## src/source/usb_line_pkg.sv

```systemverilog
package usb_line_pkg;

	// Raw DP/DM pair, DP in the upper bit
	typedef logic [1:0] line_pair_t;

	localparam line_pair_t PAIR_J   = 2'b10;
	localparam line_pair_t PAIR_K   = 2'b01;
	localparam line_pair_t PAIR_SE0 = 2'b00;
	localparam line_pair_t PAIR_SE1 = 2'b11;

	// Classified line state
	typedef enum logic [1:0] {
		LINE_J,
		LINE_K,
		LINE_SE0,
		LINE_SE1
	} line_state_t;

endpackage : usb_line_pkg

```

## src/source/usb_packet_pkg.sv

```systemverilog
package usb_packet_pkg;

	// Last eight received bits, newest bit in the MSB
	typedef logic [7:0] pattern_t;

	// One-hot packet ID
	typedef logic [2:0] pid_t;

	localparam pid_t PID_NONE  = 3'b000;
	localparam pid_t PID_ACK   = 3'b001;
	localparam pid_t PID_NAK   = 3'b010;
	localparam pid_t PID_DATA0 = 3'b100;

	// Bit patterns as they sit in the right-shifting register
	localparam pattern_t SYNC_PATTERN = 8'h2A;
	localparam pattern_t ACK_CODE     = 8'h1B;
	localparam pattern_t NAK_CODE     = 8'h63;
	localparam pattern_t DATA0_CODE   = 8'h14;

	typedef logic [15:0] crc_t;

	localparam crc_t CRC_POLY = 16'h8005;
	localparam crc_t CRC_INIT = 16'hFFFF;

	typedef enum logic [3:0] {
		IDLE,
		WAIT_SYNC,
		GET_PID,
		CHECK_PID,
		PAYLOAD,
		EOP_SE0A,
		EOP_SE0B,
		EOP_J,
		DONE
	} rx_state_t;

endpackage : usb_packet_pkg

```

## src/source/line_decoder.sv

```systemverilog
`timescale 1ns/1ps

module line_decoder import usb_line_pkg::*; (
	input  logic        clock,
	input  logic        reset_n,
	input  logic        dp,
	input  logic        dm,
	output line_state_t line_state,
	output logic        bit_val,
	output logic        bit_valid
);

	line_pair_t pair_q;

	// Pins come straight off the pads, register before use
	always_ff @(posedge clock, negedge reset_n) begin
		if (!reset_n) begin
			pair_q <= PAIR_J;
		end else begin
			pair_q <= {dp, dm};
		end
	end

	always_comb begin
		unique case (pair_q)
			PAIR_J: begin
				line_state = LINE_J;
			end
			PAIR_K: begin
				line_state = LINE_K;
			end
			PAIR_SE0: begin
				line_state = LINE_SE0;
			end
			PAIR_SE1: begin
				line_state = LINE_SE1;
			end
		endcase
	end

	// Only differential states carry data
	assign bit_valid = (line_state == LINE_J) || (line_state == LINE_K);
	assign bit_val   = (line_state == LINE_J);

endmodule : line_decoder

```

## src/source/pattern_matcher.sv

```systemverilog
`timescale 1ns/1ps

module pattern_matcher import usb_packet_pkg::*; (
	input  logic clock,
	input  logic reset_n,
	input  logic bit_val,
	input  logic bit_valid,
	input  logic clear_pattern,
	output logic sync_seen,
	output pid_t pid
);

	pattern_t pattern;

	// New bit enters at the top, oldest falls out at bit 0
	always_ff @(posedge clock, negedge reset_n) begin
		if (!reset_n) begin
			pattern <= '0;
		end else if (clear_pattern) begin
			pattern <= '0;
		end else if (bit_valid) begin
			pattern <= {bit_val, pattern[7:1]};
		end
	end

	assign sync_seen = (pattern == SYNC_PATTERN);

	always_comb begin
		case (pattern)
			ACK_CODE: begin
				pid = PID_ACK;
			end
			NAK_CODE: begin
				pid = PID_NAK;
			end
			DATA0_CODE: begin
				pid = PID_DATA0;
			end
			default: begin
				pid = PID_NONE;
			end
		endcase
	end

endmodule : pattern_matcher

```

## src/source/payload_collector.sv

```systemverilog
`timescale 1ns/1ps

module payload_collector import usb_packet_pkg::*; #(
	parameter int PAYLOAD_BITS = 32
) (
	input  logic                    clock,
	input  logic                    reset_n,
	input  logic                    collect_start,
	input  logic                    bit_val,
	input  logic                    bit_valid,
	output logic                    field_done,
	output logic [PAYLOAD_BITS-1:0] payload,
	output logic                    crc_ok
);

	localparam int TOTAL_BITS = PAYLOAD_BITS + $bits(crc_t);
	localparam int COUNT_W = $clog2(TOTAL_BITS + 1);
	localparam logic [COUNT_W-1:0] PAYLOAD_COUNT = COUNT_W'(PAYLOAD_BITS);
	localparam logic [COUNT_W-1:0] LAST_COUNT = COUNT_W'(TOTAL_BITS - 1);

	logic [COUNT_W-1:0]      bit_count, count_base;
	logic [PAYLOAD_BITS-1:0] payload_base;
	logic                    active, take, in_payload, last_bit, feedback;
	crc_t                    crc, crc_base, crc_next, rx_crc, rx_crc_next;

	// First payload bit can arrive together with collect_start
	always_comb begin
		count_base   = collect_start ? '0 : bit_count;
		payload_base = collect_start ? '0 : payload;
		crc_base     = collect_start ? CRC_INIT : crc;
		take         = bit_valid && (collect_start || active);
		in_payload   = (count_base < PAYLOAD_COUNT);
		last_bit     = take && (count_base == LAST_COUNT);
		feedback     = crc_base[15] ^ bit_val;
		crc_next     = {crc_base[14:0], 1'b0} ^ (feedback ? CRC_POLY : '0);
		rx_crc_next  = {rx_crc[14:0], bit_val};
	end

	always_ff @(posedge clock, negedge reset_n) begin
		if (!reset_n) begin
			bit_count  <= '0;
			active     <= 1'b0;
			field_done <= 1'b0;
			crc_ok     <= 1'b0;
		end else begin
			field_done <= last_bit;
			if (take) begin
				bit_count <= count_base + 1'b1;
			end else if (collect_start) begin
				bit_count <= '0;
			end
			if (last_bit) begin
				active <= 1'b0;
				// Sender transmits the complemented remainder
				crc_ok <= (rx_crc_next == ~crc);
			end else if (collect_start) begin
				active <= 1'b1;
				crc_ok <= 1'b0;
			end
		end
	end

	// Payload feeds the running CRC, the last 16 bits are the received CRC
	always_ff @(posedge clock) begin
		if (take && in_payload) begin
			payload <= {payload_base[PAYLOAD_BITS-2:0], bit_val};
			crc     <= crc_next;
		end else if (take) begin
			rx_crc <= rx_crc_next;
		end else if (collect_start) begin
			payload <= '0;
			crc     <= CRC_INIT;
		end
	end

endmodule : payload_collector

```

## src/source/packet_fsm.sv

```systemverilog
`timescale 1ns/1ps

module packet_fsm import usb_line_pkg::*, usb_packet_pkg::*; (
	input  logic        clock,
	input  logic        reset_n,
	input  logic        host_sending,
	input  line_state_t line_state,
	input  logic        bit_valid,
	input  logic        sync_seen,
	input  pid_t        pid,
	input  logic        field_done,
	output logic        clear_pattern,
	output logic        collect_start,
	output logic        ack_rec,
	output logic        nak_rec,
	output logic        data0_rec,
	output logic        pid_error,
	output logic        line_error
);

	rx_state_t state, next_state;
	logic [2:0] pid_count;
	pid_t       held_pid;
	logic       in_packet;

	// DONE is left out so its result strobe stays alone
	assign in_packet = (state != IDLE) && (state != DONE);

	always_comb begin
		next_state    = state;
		clear_pattern = 1'b0;
		collect_start = 1'b0;
		pid_error     = 1'b0;
		line_error    = 1'b0;
		if (in_packet && host_sending) begin
			// Host took the bus, drop the packet without a result
			next_state = IDLE;
		end else if (in_packet && line_state == LINE_SE1) begin
			line_error = 1'b1;
			next_state = IDLE;
		end else begin
			case (state)
				IDLE: begin
					if (!host_sending) begin
						clear_pattern = 1'b1;
						next_state    = WAIT_SYNC;
					end
				end
				WAIT_SYNC: begin
					if (sync_seen) begin
						next_state = GET_PID;
					end
				end
				GET_PID: begin
					if (bit_valid && pid_count == 3'd7) begin
						next_state = CHECK_PID;
					end
				end
				CHECK_PID: begin
					if (pid == PID_ACK || pid == PID_NAK) begin
						next_state = EOP_SE0A;
					end else if (pid == PID_DATA0) begin
						collect_start = 1'b1;
						next_state    = PAYLOAD;
					end else begin
						pid_error  = 1'b1;
						next_state = IDLE;
					end
				end
				PAYLOAD: begin
					// Collector finishes in the cycle of the first EOP sample
					if (field_done) begin
						next_state = EOP_SE0A;
					end else if (line_state == LINE_SE0) begin
						line_error = 1'b1;
						next_state = IDLE;
					end
				end
				EOP_SE0A: begin
					// First SE0 went by, the second is on the line now
					if (line_state == LINE_SE0) begin
						next_state = EOP_SE0B;
					end else begin
						line_error = 1'b1;
						next_state = IDLE;
					end
				end
				EOP_SE0B: begin
					if (line_state == LINE_J) begin
						next_state = DONE;
					end else if (line_state == LINE_SE0) begin
						next_state = EOP_J;
					end else begin
						line_error = 1'b1;
						next_state = IDLE;
					end
				end
				EOP_J: begin
					// Stretched SE0, hold until the J arrives
					if (line_state == LINE_J) begin
						next_state = DONE;
					end else if (line_state == LINE_K) begin
						line_error = 1'b1;
						next_state = IDLE;
					end
				end
				default: begin
					next_state = IDLE;
				end
			endcase
		end
	end

	always_ff @(posedge clock, negedge reset_n) begin
		if (!reset_n) begin
			state     <= IDLE;
			pid_count <= 3'd0;
			held_pid  <= PID_NONE;
		end else begin
			state <= next_state;
			// The bit on the line as SYNC completes is PID bit 0
			if (state == WAIT_SYNC) begin
				pid_count <= {2'b00, bit_valid};
			end else if (state == GET_PID && bit_valid) begin
				pid_count <= pid_count + 3'd1;
			end
			if (state == CHECK_PID) begin
				held_pid <= pid;
			end
		end
	end

	assign ack_rec   = (state == DONE) && (held_pid == PID_ACK);
	assign nak_rec   = (state == DONE) && (held_pid == PID_NAK);
	assign data0_rec = (state == DONE) && (held_pid == PID_DATA0);

endmodule : packet_fsm

```

## src/source/usb_rx.sv

```systemverilog
`timescale 1ns/1ps

module usb_rx import usb_line_pkg::*, usb_packet_pkg::*; #(
	parameter int PAYLOAD_BITS = 32
) (
	input  logic                    clock,
	input  logic                    reset_n,
	input  logic                    dp,
	input  logic                    dm,
	input  logic                    host_sending,
	output logic                    ack_rec,
	output logic                    nak_rec,
	output logic                    data0_rec,
	output logic                    pid_error,
	output logic                    line_error,
	output logic [PAYLOAD_BITS-1:0] payload,
	output logic                    crc_ok
);

	line_state_t line_state;
	logic        bit_val, bit_valid;
	logic        sync_seen, clear_pattern;
	pid_t        pid;
	logic        collect_start, field_done;

	line_decoder decoder_i (
		.clock, .reset_n, .dp, .dm,
		.line_state, .bit_val, .bit_valid
	);

	pattern_matcher matcher_i (
		.clock, .reset_n, .bit_val, .bit_valid, .clear_pattern,
		.sync_seen, .pid
	);

	payload_collector #(
		.PAYLOAD_BITS(PAYLOAD_BITS)
	) collector_i (
		.clock, .reset_n, .collect_start, .bit_val, .bit_valid,
		.field_done, .payload, .crc_ok
	);

	packet_fsm fsm_i (
		.clock, .reset_n, .host_sending, .line_state, .bit_valid,
		.sync_seen, .pid, .field_done,
		.clear_pattern, .collect_start,
		.ack_rec, .nak_rec, .data0_rec, .pid_error, .line_error
	);

endmodule : usb_rx

```

## config.mk

```make
export PLATFORM = sky130hd
export DESIGN_NAME = usb_rx
export DESIGN_NICKNAME = d
export VERILOG_FILES = /design/src/source/usb_line_pkg.sv /design/src/source/usb_packet_pkg.sv /design/src/source/line_decoder.sv /design/src/source/pattern_matcher.sv /design/src/source/payload_collector.sv /design/src/source/packet_fsm.sv /design/src/source/usb_rx.sv
export SDC_FILE = /design/constraint.sdc
export NUM_CORES = 1
export LEC_CHECK = 0
export BUFFER_PORTS_ARGS = -buffer_cell sky130_fd_sc_hd__buf_2
export CAP_MARGIN = 5
export CORE_ASPECT_RATIO = 1.1
export CORE_MARGIN = 5
export CORE_UTILIZATION = 59
export DETAILED_ROUTE_END_ITERATION = 12
export GPL_TIMING_DRIVEN = 0
export PLACE_DENSITY = 0.91
export SLEW_MARGIN = 20
export SYNTH_ARGS = -nofsm -noshare
export SYNTH_HDL_FRONTEND = slang
export SYNTH_HIERARCHICAL = 1
export SYNTH_SLANG_ARGS = --single-unit
```

## constraint.sdc

```tcl
create_clock -name clock -period 5.5 [get_ports clock]
set_input_delay 0.825 -clock clock [delete_from_list [all_inputs] [get_ports clock]]
set_output_delay 0.825 -clock clock [all_outputs]
set_load 0.005 [all_outputs]
```

# Word level (Yosys, flattened, before mapping)
# Index checks and enable logic that the tools add are counted.
# word_totals
mem_bits_ro	0
register_bits	92
in_bits	5
ram_bits	0
mem_count	0
latch_bits	0
# op_classes
n_bitwise	4
magnitude_cmp	1
n_div	0
addsub	2
n_reduce_logical	25
n_shift	0
n_eq_ne	34
muxes	57
multipliers	0
# op_table
cell	count
$mux 32	3
$mux 16	4
$mux 4	11
$pmux 4 s8	1
$mux 1	26
$eq 16x16->1	1
$eq 4x3->1 const B	4
$eq 8x5->1 const B	2
$mux 8	2
$not 16->16	1
$xor 16x16->16	1
$mux 3	5
$mux 6	2
$logic_and 1x1->1	11
$eq 3x3->1 const B	3
$pmux 3 s3	1
$eq 2x2->1 const B	4
$eq 4x2->1 const B	2
$eq 8x6->1 const B	1
$eq 8x7->1 const B	1
$ne 4x1->1 const B	2
$pmux 2 s4	1
$reduce_bool 2->1	4
$add 6x1->6 const B	1
other kinds (22)	29

# Logic depth before layout (Yosys ltp)
# Gate-level depths: netlist of run 1.
# logic_depth
ltp_word	13
mapped_depth	15

# Cells and area by module
# The synthesis of run 1 kept the hierarchy.
# by_module_without_submodules
mod	area_each_um2	cells_per_inst	n_inst
payload_collector	3280.6	294	1
packet_fsm	870.8	96	1
pattern_matcher	397.9	36	1
line_decoder	122.6	10	1

# Least setup slack after synthesis of run 1
# No wires, ideal clock.
# synth_path
path_kind	register to register
start	register decoder_i.pair_q[1]
end	register collector_i.rx_crc[0] (enable)
required_time_ns	5.097
arrival_ns	3.890
setup_slack_ns	1.206
stages_incl_launch_ff	12
setup_time_ns	0.403
path_buffers	1
cell_sequence	dfstp_2 inv_1 ha_1 o21ba_1 a21o_1 a21oi_2 nand2_1 nor4b_2 clkbuf_1 nor2b_1 nand2_1 inv_1
# synth_between
elab_chain_cells	11
elab_cells_between_ends	19
classes_between	order compare: 1; eq/ne: 5; mux: 4; bitwise: 1; reduce/logical: 8
# synth_lines
item	line_no	rtl
from (decl)	line_decoder.sv:13	line_pair_t pair_q;
from (signal assigned)	line_decoder.sv:20	pair_q <= {dp, dm};
$eq 2x2->1 (tied with other cells)	line_decoder.sv:25	unique case (pair_q)
$pmux 2 s4 *	line_decoder.sv:25	
named net line_state[0]	usb_rx.sv:20	line_state_t line_state;
$eq 2x2->1 *	packet_fsm.sv:38	end else if (in_packet && line_state == LINE_SE1) begin
$logic_and 1x1->1 *	packet_fsm.sv:38	
$mux 1 *	packet_fsm.sv:38	
$mux 1 *	packet_fsm.sv:35	if (in_packet && host_sending) begin
named net collect_start	usb_rx.sv:24	logic collect_start, field_done;
$mux 6 or $logic_or 1x1->1 (tied branches)	-	
$lt 6x6->1 or $logic_and 1x1->1 (tied branches)	payload_collector.sv:32, payload_collector.sv:31	
$logic_and 1x1->1	payload_collector.sv:65	if (take && in_payload) begin
$not 1->1 (no source line)	-	
$reduce_and 2->1 (no source line) *	-	
to (signal assigned)	payload_collector.sv:69	rx_crc <= rx_crc_next;
to (decl)	payload_collector.sv:24	crc_t crc, crc_base, crc_next, rx_crc, rx_crc_next;
# The timed path passes the listed nets; every way through them passes the cells marked *.
# A chain may end at the register's enable or synchronous reset.

# Final worst setup path of run 1
# layout_path
start	register decoder_i.pair_q[1]
end	register collector_i.rx_crc[7] (enable)
# Same word-level chain as after synthesis.

==> impl_metrics.ini, run 1 <==
[pwr]
vdd_drop_max_mv = 0.166
p_leak_nw = 2.27
p_per_area_nw_per_um2 = 315

[global_route]
grt_pass1_wl_um = 16000
antenna_found_initial = 0
grt_pass1_vias = 3440
track_usage = 0.209
grt_start_max_net_pins = 30
grt_remaining_overflow = 0

[route]
vias = 3519
drc = 0
initialDrtViolationCount = 306
vias_per_cell = 5.84
top_layer = met4
wl_met1_um = 3860
ant_nets = 0
dr.pass1.iters = 5
totalWireLength_um = 9750
routed-wl-met2_um = 5140
wl_per_cell_um = 16.2
wl_met3_um = 552

[flow_run]
maxCapViolCount = 0

[die]
coreArea_sq_um = 7830
die_y_um = 103
dieArea_sq_um = 9800
die_w_um = 94.8
num_rows = 34
start_util = 0.597
top_level_ports = 43

[timing]
min_period_over_period = 0.763
period_needed_ps = 4190
drv_slew = 0
setup_violations = 0
hold_viol = 0
tightest_slew_ps = 993
tns_ps = 0
fin_worst_skew_ps = 8.81
hold_ws_ps = 473
timing.fmax_mhz = 238
final.setup.worst_slack_ps = 1310
slew_headroom = 0.332
rsz0062_at_grt = false

[logic_synthesis]
syn_inst = 436
postSynthAreaPerCell_sq_um = 10.7
synth-seq-area-share = 0.561
synth-edff-count = 63
syn_nets = 448
ys_types = 62
ys_ff_latch = 92
synth_area_sq_um = 4670
async_reset_ff_frac = 0.315
synth_warnings = 6
synthFlopType = edfxtp_1

[setup_path]
start_kind = flop
critPathRequiredTime_ps = 5510
cp-end-kind = flop
critPathMaxFanout = 24
worstPathArrival_ps = 4200
worstSetupPathType = flop to flop

[clocking]
clkSinkCount = 92
clk_path_buf_depth = 2
cts_resized = 0
clkTransAtPathRegs_ps = 90
post_cts_buffers = 0
cts-root-buf = clkbuf_8
insertion_delay_ps = 360
cts-htree-levels = 3
ctsHoldBuffers = 0
cts_made_buffers = 9
cts_tree = yes

[cells_and_area]
postLayoutCoreUtil = 0.676
antenna_cells = 0
nets = 502
syn2layout_area_growth_pct = 13.3
n_fill_cell = 580
layoutNonFillerInstCount = 603
drive_above_1_share = 0.194

[placement]
dpl.hpwl_um = 6990
place_congestion = 0.894
io_buffer_count = 42
placed_cells = 587
post-place-ws_ps = 1360

[worst_hold_path]
holdCritPathClass = input pin to asynchronous set/reset pin

[status]
outcome = completed
-- cells in the mapped netlist, types with 2 or more instances --
master	instances	area, sq um
buf_6	5	56.3
buf_2	7	35.0
inv_1	9	33.8
a21oi_1	37	185
o21ai_0	7	35.0
nor2_1	24	90.1
xnor2_1	20	175
o2bb2ai_1	2	17.5
a41oi_1	2	17.5
edfxtp_1	63	1890
nor3b_1	2	15.0
mux2_2	4	45.0
clkbuf_1	6	22.5
nand2b_1	8	50.1
o22ai_1	3	18.8
o21a_1	2	15.0
dfrtp_1	28	701
nor4b_1	3	26.3
mux2i_1	10	100
xor2_1	4	35.0
nor2b_1	7	43.8
nand2_1	98	368
and3_1	4	25.0
buf_4	5	37.5
o211ai_1	3	22.5
nor4_2	2	25.0
nor4_1	8	50.1
nand3_1	18	90.1
nand4_1	4	25.0
buf_1	2	7.51
nand3b_1	2	15.0
ha_1	7	87.6
-- cell families after synthesis --
family	Yosys count	synth area share
mux	14	0.0311
compound gates	70	0.0953
flops	92	0.561
xor+xnor	24	0.0450
fa+ha+maj	7	0.0187
simple gates	194	0.207
buf+inv	35	0.0423
-- metrics by stage --
stage	total power, W	instance area [sq um]
finish	0.00167	5300
global route	0.00174	5300
CTS	0.00167	5300
detailed placement	0.00112	5050
global placement	0.00110	5020
floorplan	0.00105	4670
-- worst max-delay path, cell delays in order (launching register included) --
cell	delay, ps
dfstp_2	570
inv_1	50
ha_1	170
o21ba_1	250
a21o_1	250
a21oi_2	240
nand2_1	130
nor4b_2	680
clkbuf_1	430
nor2b_1	110
nand2_2	480
inv_1	460
-- flip-flops by register name (all words and copies together) (netlist names), 2 cells and up --
name                   cells
collector_i/bit_count      6
collector_i/crc           16
collector_i/payload       32
collector_i/rx_crc        15
decoder_i/pair_q           2
fsm_i/held_pid             3
fsm_i/pid_count            3
fsm_i/state                4
matcher_i/pattern          8
-- placed cells by master, fill, tap and decap left out, types with 5 or more instances in the layout --
cell / n
nand3_1: 18
nand2_1: 97
mux2i_1: 10
o21ai_0: 7
clkbuf_8: 9
nand2b_1: 8
buf_2: 49
nor2b_1: 7
nor2_1: 24
edfxtp_1: 63
xnor2_1: 20
ha_1: 7
a21oi_1: 37
buf_4: 5
inv_1: 9
dfrtp_1: 28
buf_6: 5
clkbuf_1: 6
nor4_1: 8
-- where the power goes --
part / internal, W / switching [W]
logic: 0.000126 / 0.000164
registers: 0.000780 / 0.0000426
clock network: 0.000306 / 0.000248
-- final timing paths --
check	startpoint	end	depth (start not counted)	slack, ps
max in group asynchronous	reset_n	collector_i/bit_count[1]	1	4610
min in group clock	collector_i/rx_crc[3]	collector_i/rx_crc[4]	0	480
worst max register to register	decoder_i/pair_q[1]	collector_i/rx_crc[7]	11	1310
worst max-delay path	decoder_i/pair_q[1]	collector_i/rx_crc[7]	11	1310
worst min-delay path	reset_n	matcher_i/pattern[2]	1	470
worst min register to register	collector_i/rx_crc[3]	collector_i/rx_crc[4]	0	480
-- cell type report --
type	instances	area, sq um	area share
clock inverters	7	124	0.0234
flip-flops and latches	92	2620	0.495
well taps	108	135	0.0255
inverters	9	33.8	0.00638
repair buffers	43	238	0.0449
plain buffers	26	164	0.0310
multi-input cells	309	1860	0.351
clock buffers	9	124	0.0234
-- per-layer routing --
layer / up-vias / track usage
met5: - / 0
met4: 0 / 0.0844
met3: 19 / 0.0420
met2: 133 / 0.361
met1: 1712 / 0.259
li1: 1655 / -
No activity file was read; power rests on OpenSTA's default activity.
==> run 2: changes to the inputs <==
--- a/config.mk
+++ b/config.mk
@@ -9,10 +9,10 @@
 export CAP_MARGIN = 5
 export CORE_ASPECT_RATIO = 1.1
 export CORE_MARGIN = 5
-export CORE_UTILIZATION = 59
+export CORE_UTILIZATION = 54
 export DETAILED_ROUTE_END_ITERATION = 12
 export GPL_TIMING_DRIVEN = 0
-export PLACE_DENSITY = 0.91
+export PLACE_DENSITY = 0.88
 export SLEW_MARGIN = 20
 export SYNTH_ARGS = -nofsm -noshare
 export SYNTH_HDL_FRONTEND = slang
==> constraint.sdc (replaced) <==
create_clock -name clock -period 3.55 [get_ports clock]
set_input_delay 0.5325 -clock clock [delete_from_list [all_inputs] [get_ports clock]]
set_output_delay 0.5325 -clock clock [all_outputs]
set_load 0.005 [all_outputs]
==> run 2 against run 1 <==
Effect of this change:
- die area grew 8.3%
- largest power group unchanged
- non-clock buffer count is 3 higher
- critical path type unchanged
- critical path depth rose by 1
==> impl_metrics.ini, run 2 (synthesis results as in run 1) <==
[route]
ant_nets = 0
drc = 0
totalWireLength_um = 9700
dr.pass1.iters = 4
vias_per_cell = 5.73
vias = 3495
initialDrtViolationCount = 224
wl_per_cell_um = 15.9

[timing]
slew_headroom = 0.316
drv_slew = 0
timing.fmax_mhz = 299
period_needed_ps = 3340
rsz0062_at_grt = false
fin_worst_skew_ps = 11.6
tightest_slew_ps = 1020
hold_ws_ps = 200
final.setup.worst_slack_ps = 206
hold_viol = 0
min_period_over_period = 0.942
setup_violations = 0

[pwr]
p_leak_nw = 2.25
intPower_w = 0.00173
vdd_drop_max_mv = 0.319
power.share.sequential = 0.525
power.switching_w = 0.000695
swShare = 0.286
pwr-share-comb = 0.185
p_per_area_nw_per_um2 = 457
clkPwrFrac = 0.290

[die]
die_y_um = 108
num_rows = 35
coreArea_sq_um = 8410
die_w_um = 98.7
dieArea_sq_um = 10600
start_util = 0.556
top_level_ports = 43

[cells_and_area]
drive_above_1_share = 0.204
final_common_cell = nand2_1
reg_top3 = collector_i/payload x32, collector_i/crc x16, collector_i/rx_crc x15
postLayoutCoreUtil = 0.631
syn2layout_area_growth_pct = 13.5
final_cell_mix = 97 x nand2_1, 63 x edfxtp_1, 49 x buf_2
nets = 506
largest_reg_flops = 32
top_register = collector_i/payload
antenna_cells = 0

[flow_run]
maxCapViolCount = 0

[global_route]
grt_pass1_wl_um = 16600
grt_pass1_vias = 3532
antenna_found_initial = 0
grt_remaining_overflow = 0
grt_start_max_net_pins = 30
track_usage = 0.193

[setup_path]
critPathRequiredTime_ps = 3680
rr_worst_depth = 12
start_kind = flop
critPathMaxFanout = 24
worstPathArrival_ps = 3470
cp_slowest_cell = dfstp_2
cp-end-kind = flop
reg2reg_slack_ps = 210
worstSetupPathType = flop to flop
worstPathCellList = inv_1, ha_1, o21ba_1, a21o_1, a21oi_2, nand2_1, nor4b_4, clkbuf_2, nor2b_1, nand2_8, clkinvlp_4, buf_12
worstReg2RegEnd = collector_i/rx_crc[0]
r2r-start = decoder_i/pair_q[1]
max_stage_delay_ps = 570

[clocking]
clk_path_buf_depth = 2
insertion_delay_ps = 360
cts_tree = yes
clkTransAtPathRegs_ps = 90
cts-htree-levels = 3
cts-root-buf = clkbuf_8
cts_made_buffers = 9
clkSinkCount = 92
ctsHoldBuffers = 0

[worst_hold_path]
holdCritPathClass = input pin to asynchronous set/reset pin

[placement]
place_congestion = 0.931
post-place-ws_ps = -692
dpl.hpwl_um = 6680
io_buffer_count = 42

[status]
outcome = completed
==> run 2: cell count changes in the layout (fill, tap and decap cells not counted), sizes merged <==
cell,delta
clkinvlp,+4
clkinv,-1
nand2,+1
inv,-1
bufinv,-2
buf,+3
==> run 2: area by class of cell <==
type,instances,area (sq um)
clock buffers,9,124
inverters,9,37.5
clock inverters,7,75.1
flip-flops and latches,92,2620
well taps,111,139
repair buffers,46,253
multi-input cells,310,1890
plain buffers,26,165
fillers,653,3100
==> run 2: how the worst max path moves through the flow <==
stage | from | slack [ps] | end
final | decoder_i/pair_q[1] | 210 | collector_i/rx_crc[0]
after global routing | matcher_i/pattern[4] | 40 | collector_i/rx_crc[0]
after CTS | decoder_i/pair_q[1] | 110 | collector_i/rx_crc[9]
after detailed placement | decoder_i/pair_q[1] | -690 | collector_i/rx_crc[8]
after global placement | decoder_i/pair_q[1] | -550 | collector_i/rx_crc[11]
after floorplan | decoder_i/pair_q[1] | 170 | collector_i/rx_crc[0]
==> run 2: timing repair <==
item | CTS | global route
setup buffers | 2 | 2
pin swaps | 1 | 1
endpoints found under the hold margin | 0 | 0
endpoints found under the setup margin | 64 | 57
resized for setup | 4 | 0
cloned | 1 | 0
==> run 2: worst max-delay path: cells and delay by family, from the launching register on <==
kind / cells / cell delay (ps)
AO/OA/AOI/OAI: 3 / 740
AND/OR/NAND/NOR: 4 / 950
buffers and inverters: 4 / 690
adder cells (fa/ha/maj): 1 / 170
flip-flops: 1 / 570
==> run 2: metal layers <==
metal	wire, um	track usage	vias up
met5	0	0	-
met2	5080	0.336	86
met3	440	0.0512	18
met4	208	0.0693	0
met1	3970	0.229	1731
li1	-	-	1660
==> run 2: stage by stage <==
| stage | setup TNS (ps) | area (sq um) | total power [W] | cells |
|---|---|---|---|---|
| floorplan | 0 | 4680 | 0.00163 | 436 |
| global placement | -13250 | 5030 | 0.00171 | 589 |
| detailed placement | -19950 | 5030 | 0.00174 | 589 |
| CTS | 0 | 5290 | 0.00244 | 608 |
| global route | 0 | 5300 | 0.00255 | 610 |
| finish | 0 | 5300 | 0.00243 | 610 |
==> run 2: power by group through the flow <==
| stage | Combinational (W) | Clock (W) | Sequential [W] |
|---|---|---|---|
| 2_1_floorplan | 0.000350 | 0 | 0.00128 |
| 3_3_place_gp | 0.000417 | 0 | 0.00129 |
| 3_5_place_dp | 0.000444 | 0 | 0.00129 |
| 4_1_cts | 0.000447 | 0.000721 | 0.00127 |
| 5_1_grt | 0.000500 | 0.000766 | 0.00128 |
| 6_report | 0.000449 | 0.000704 | 0.00127 |
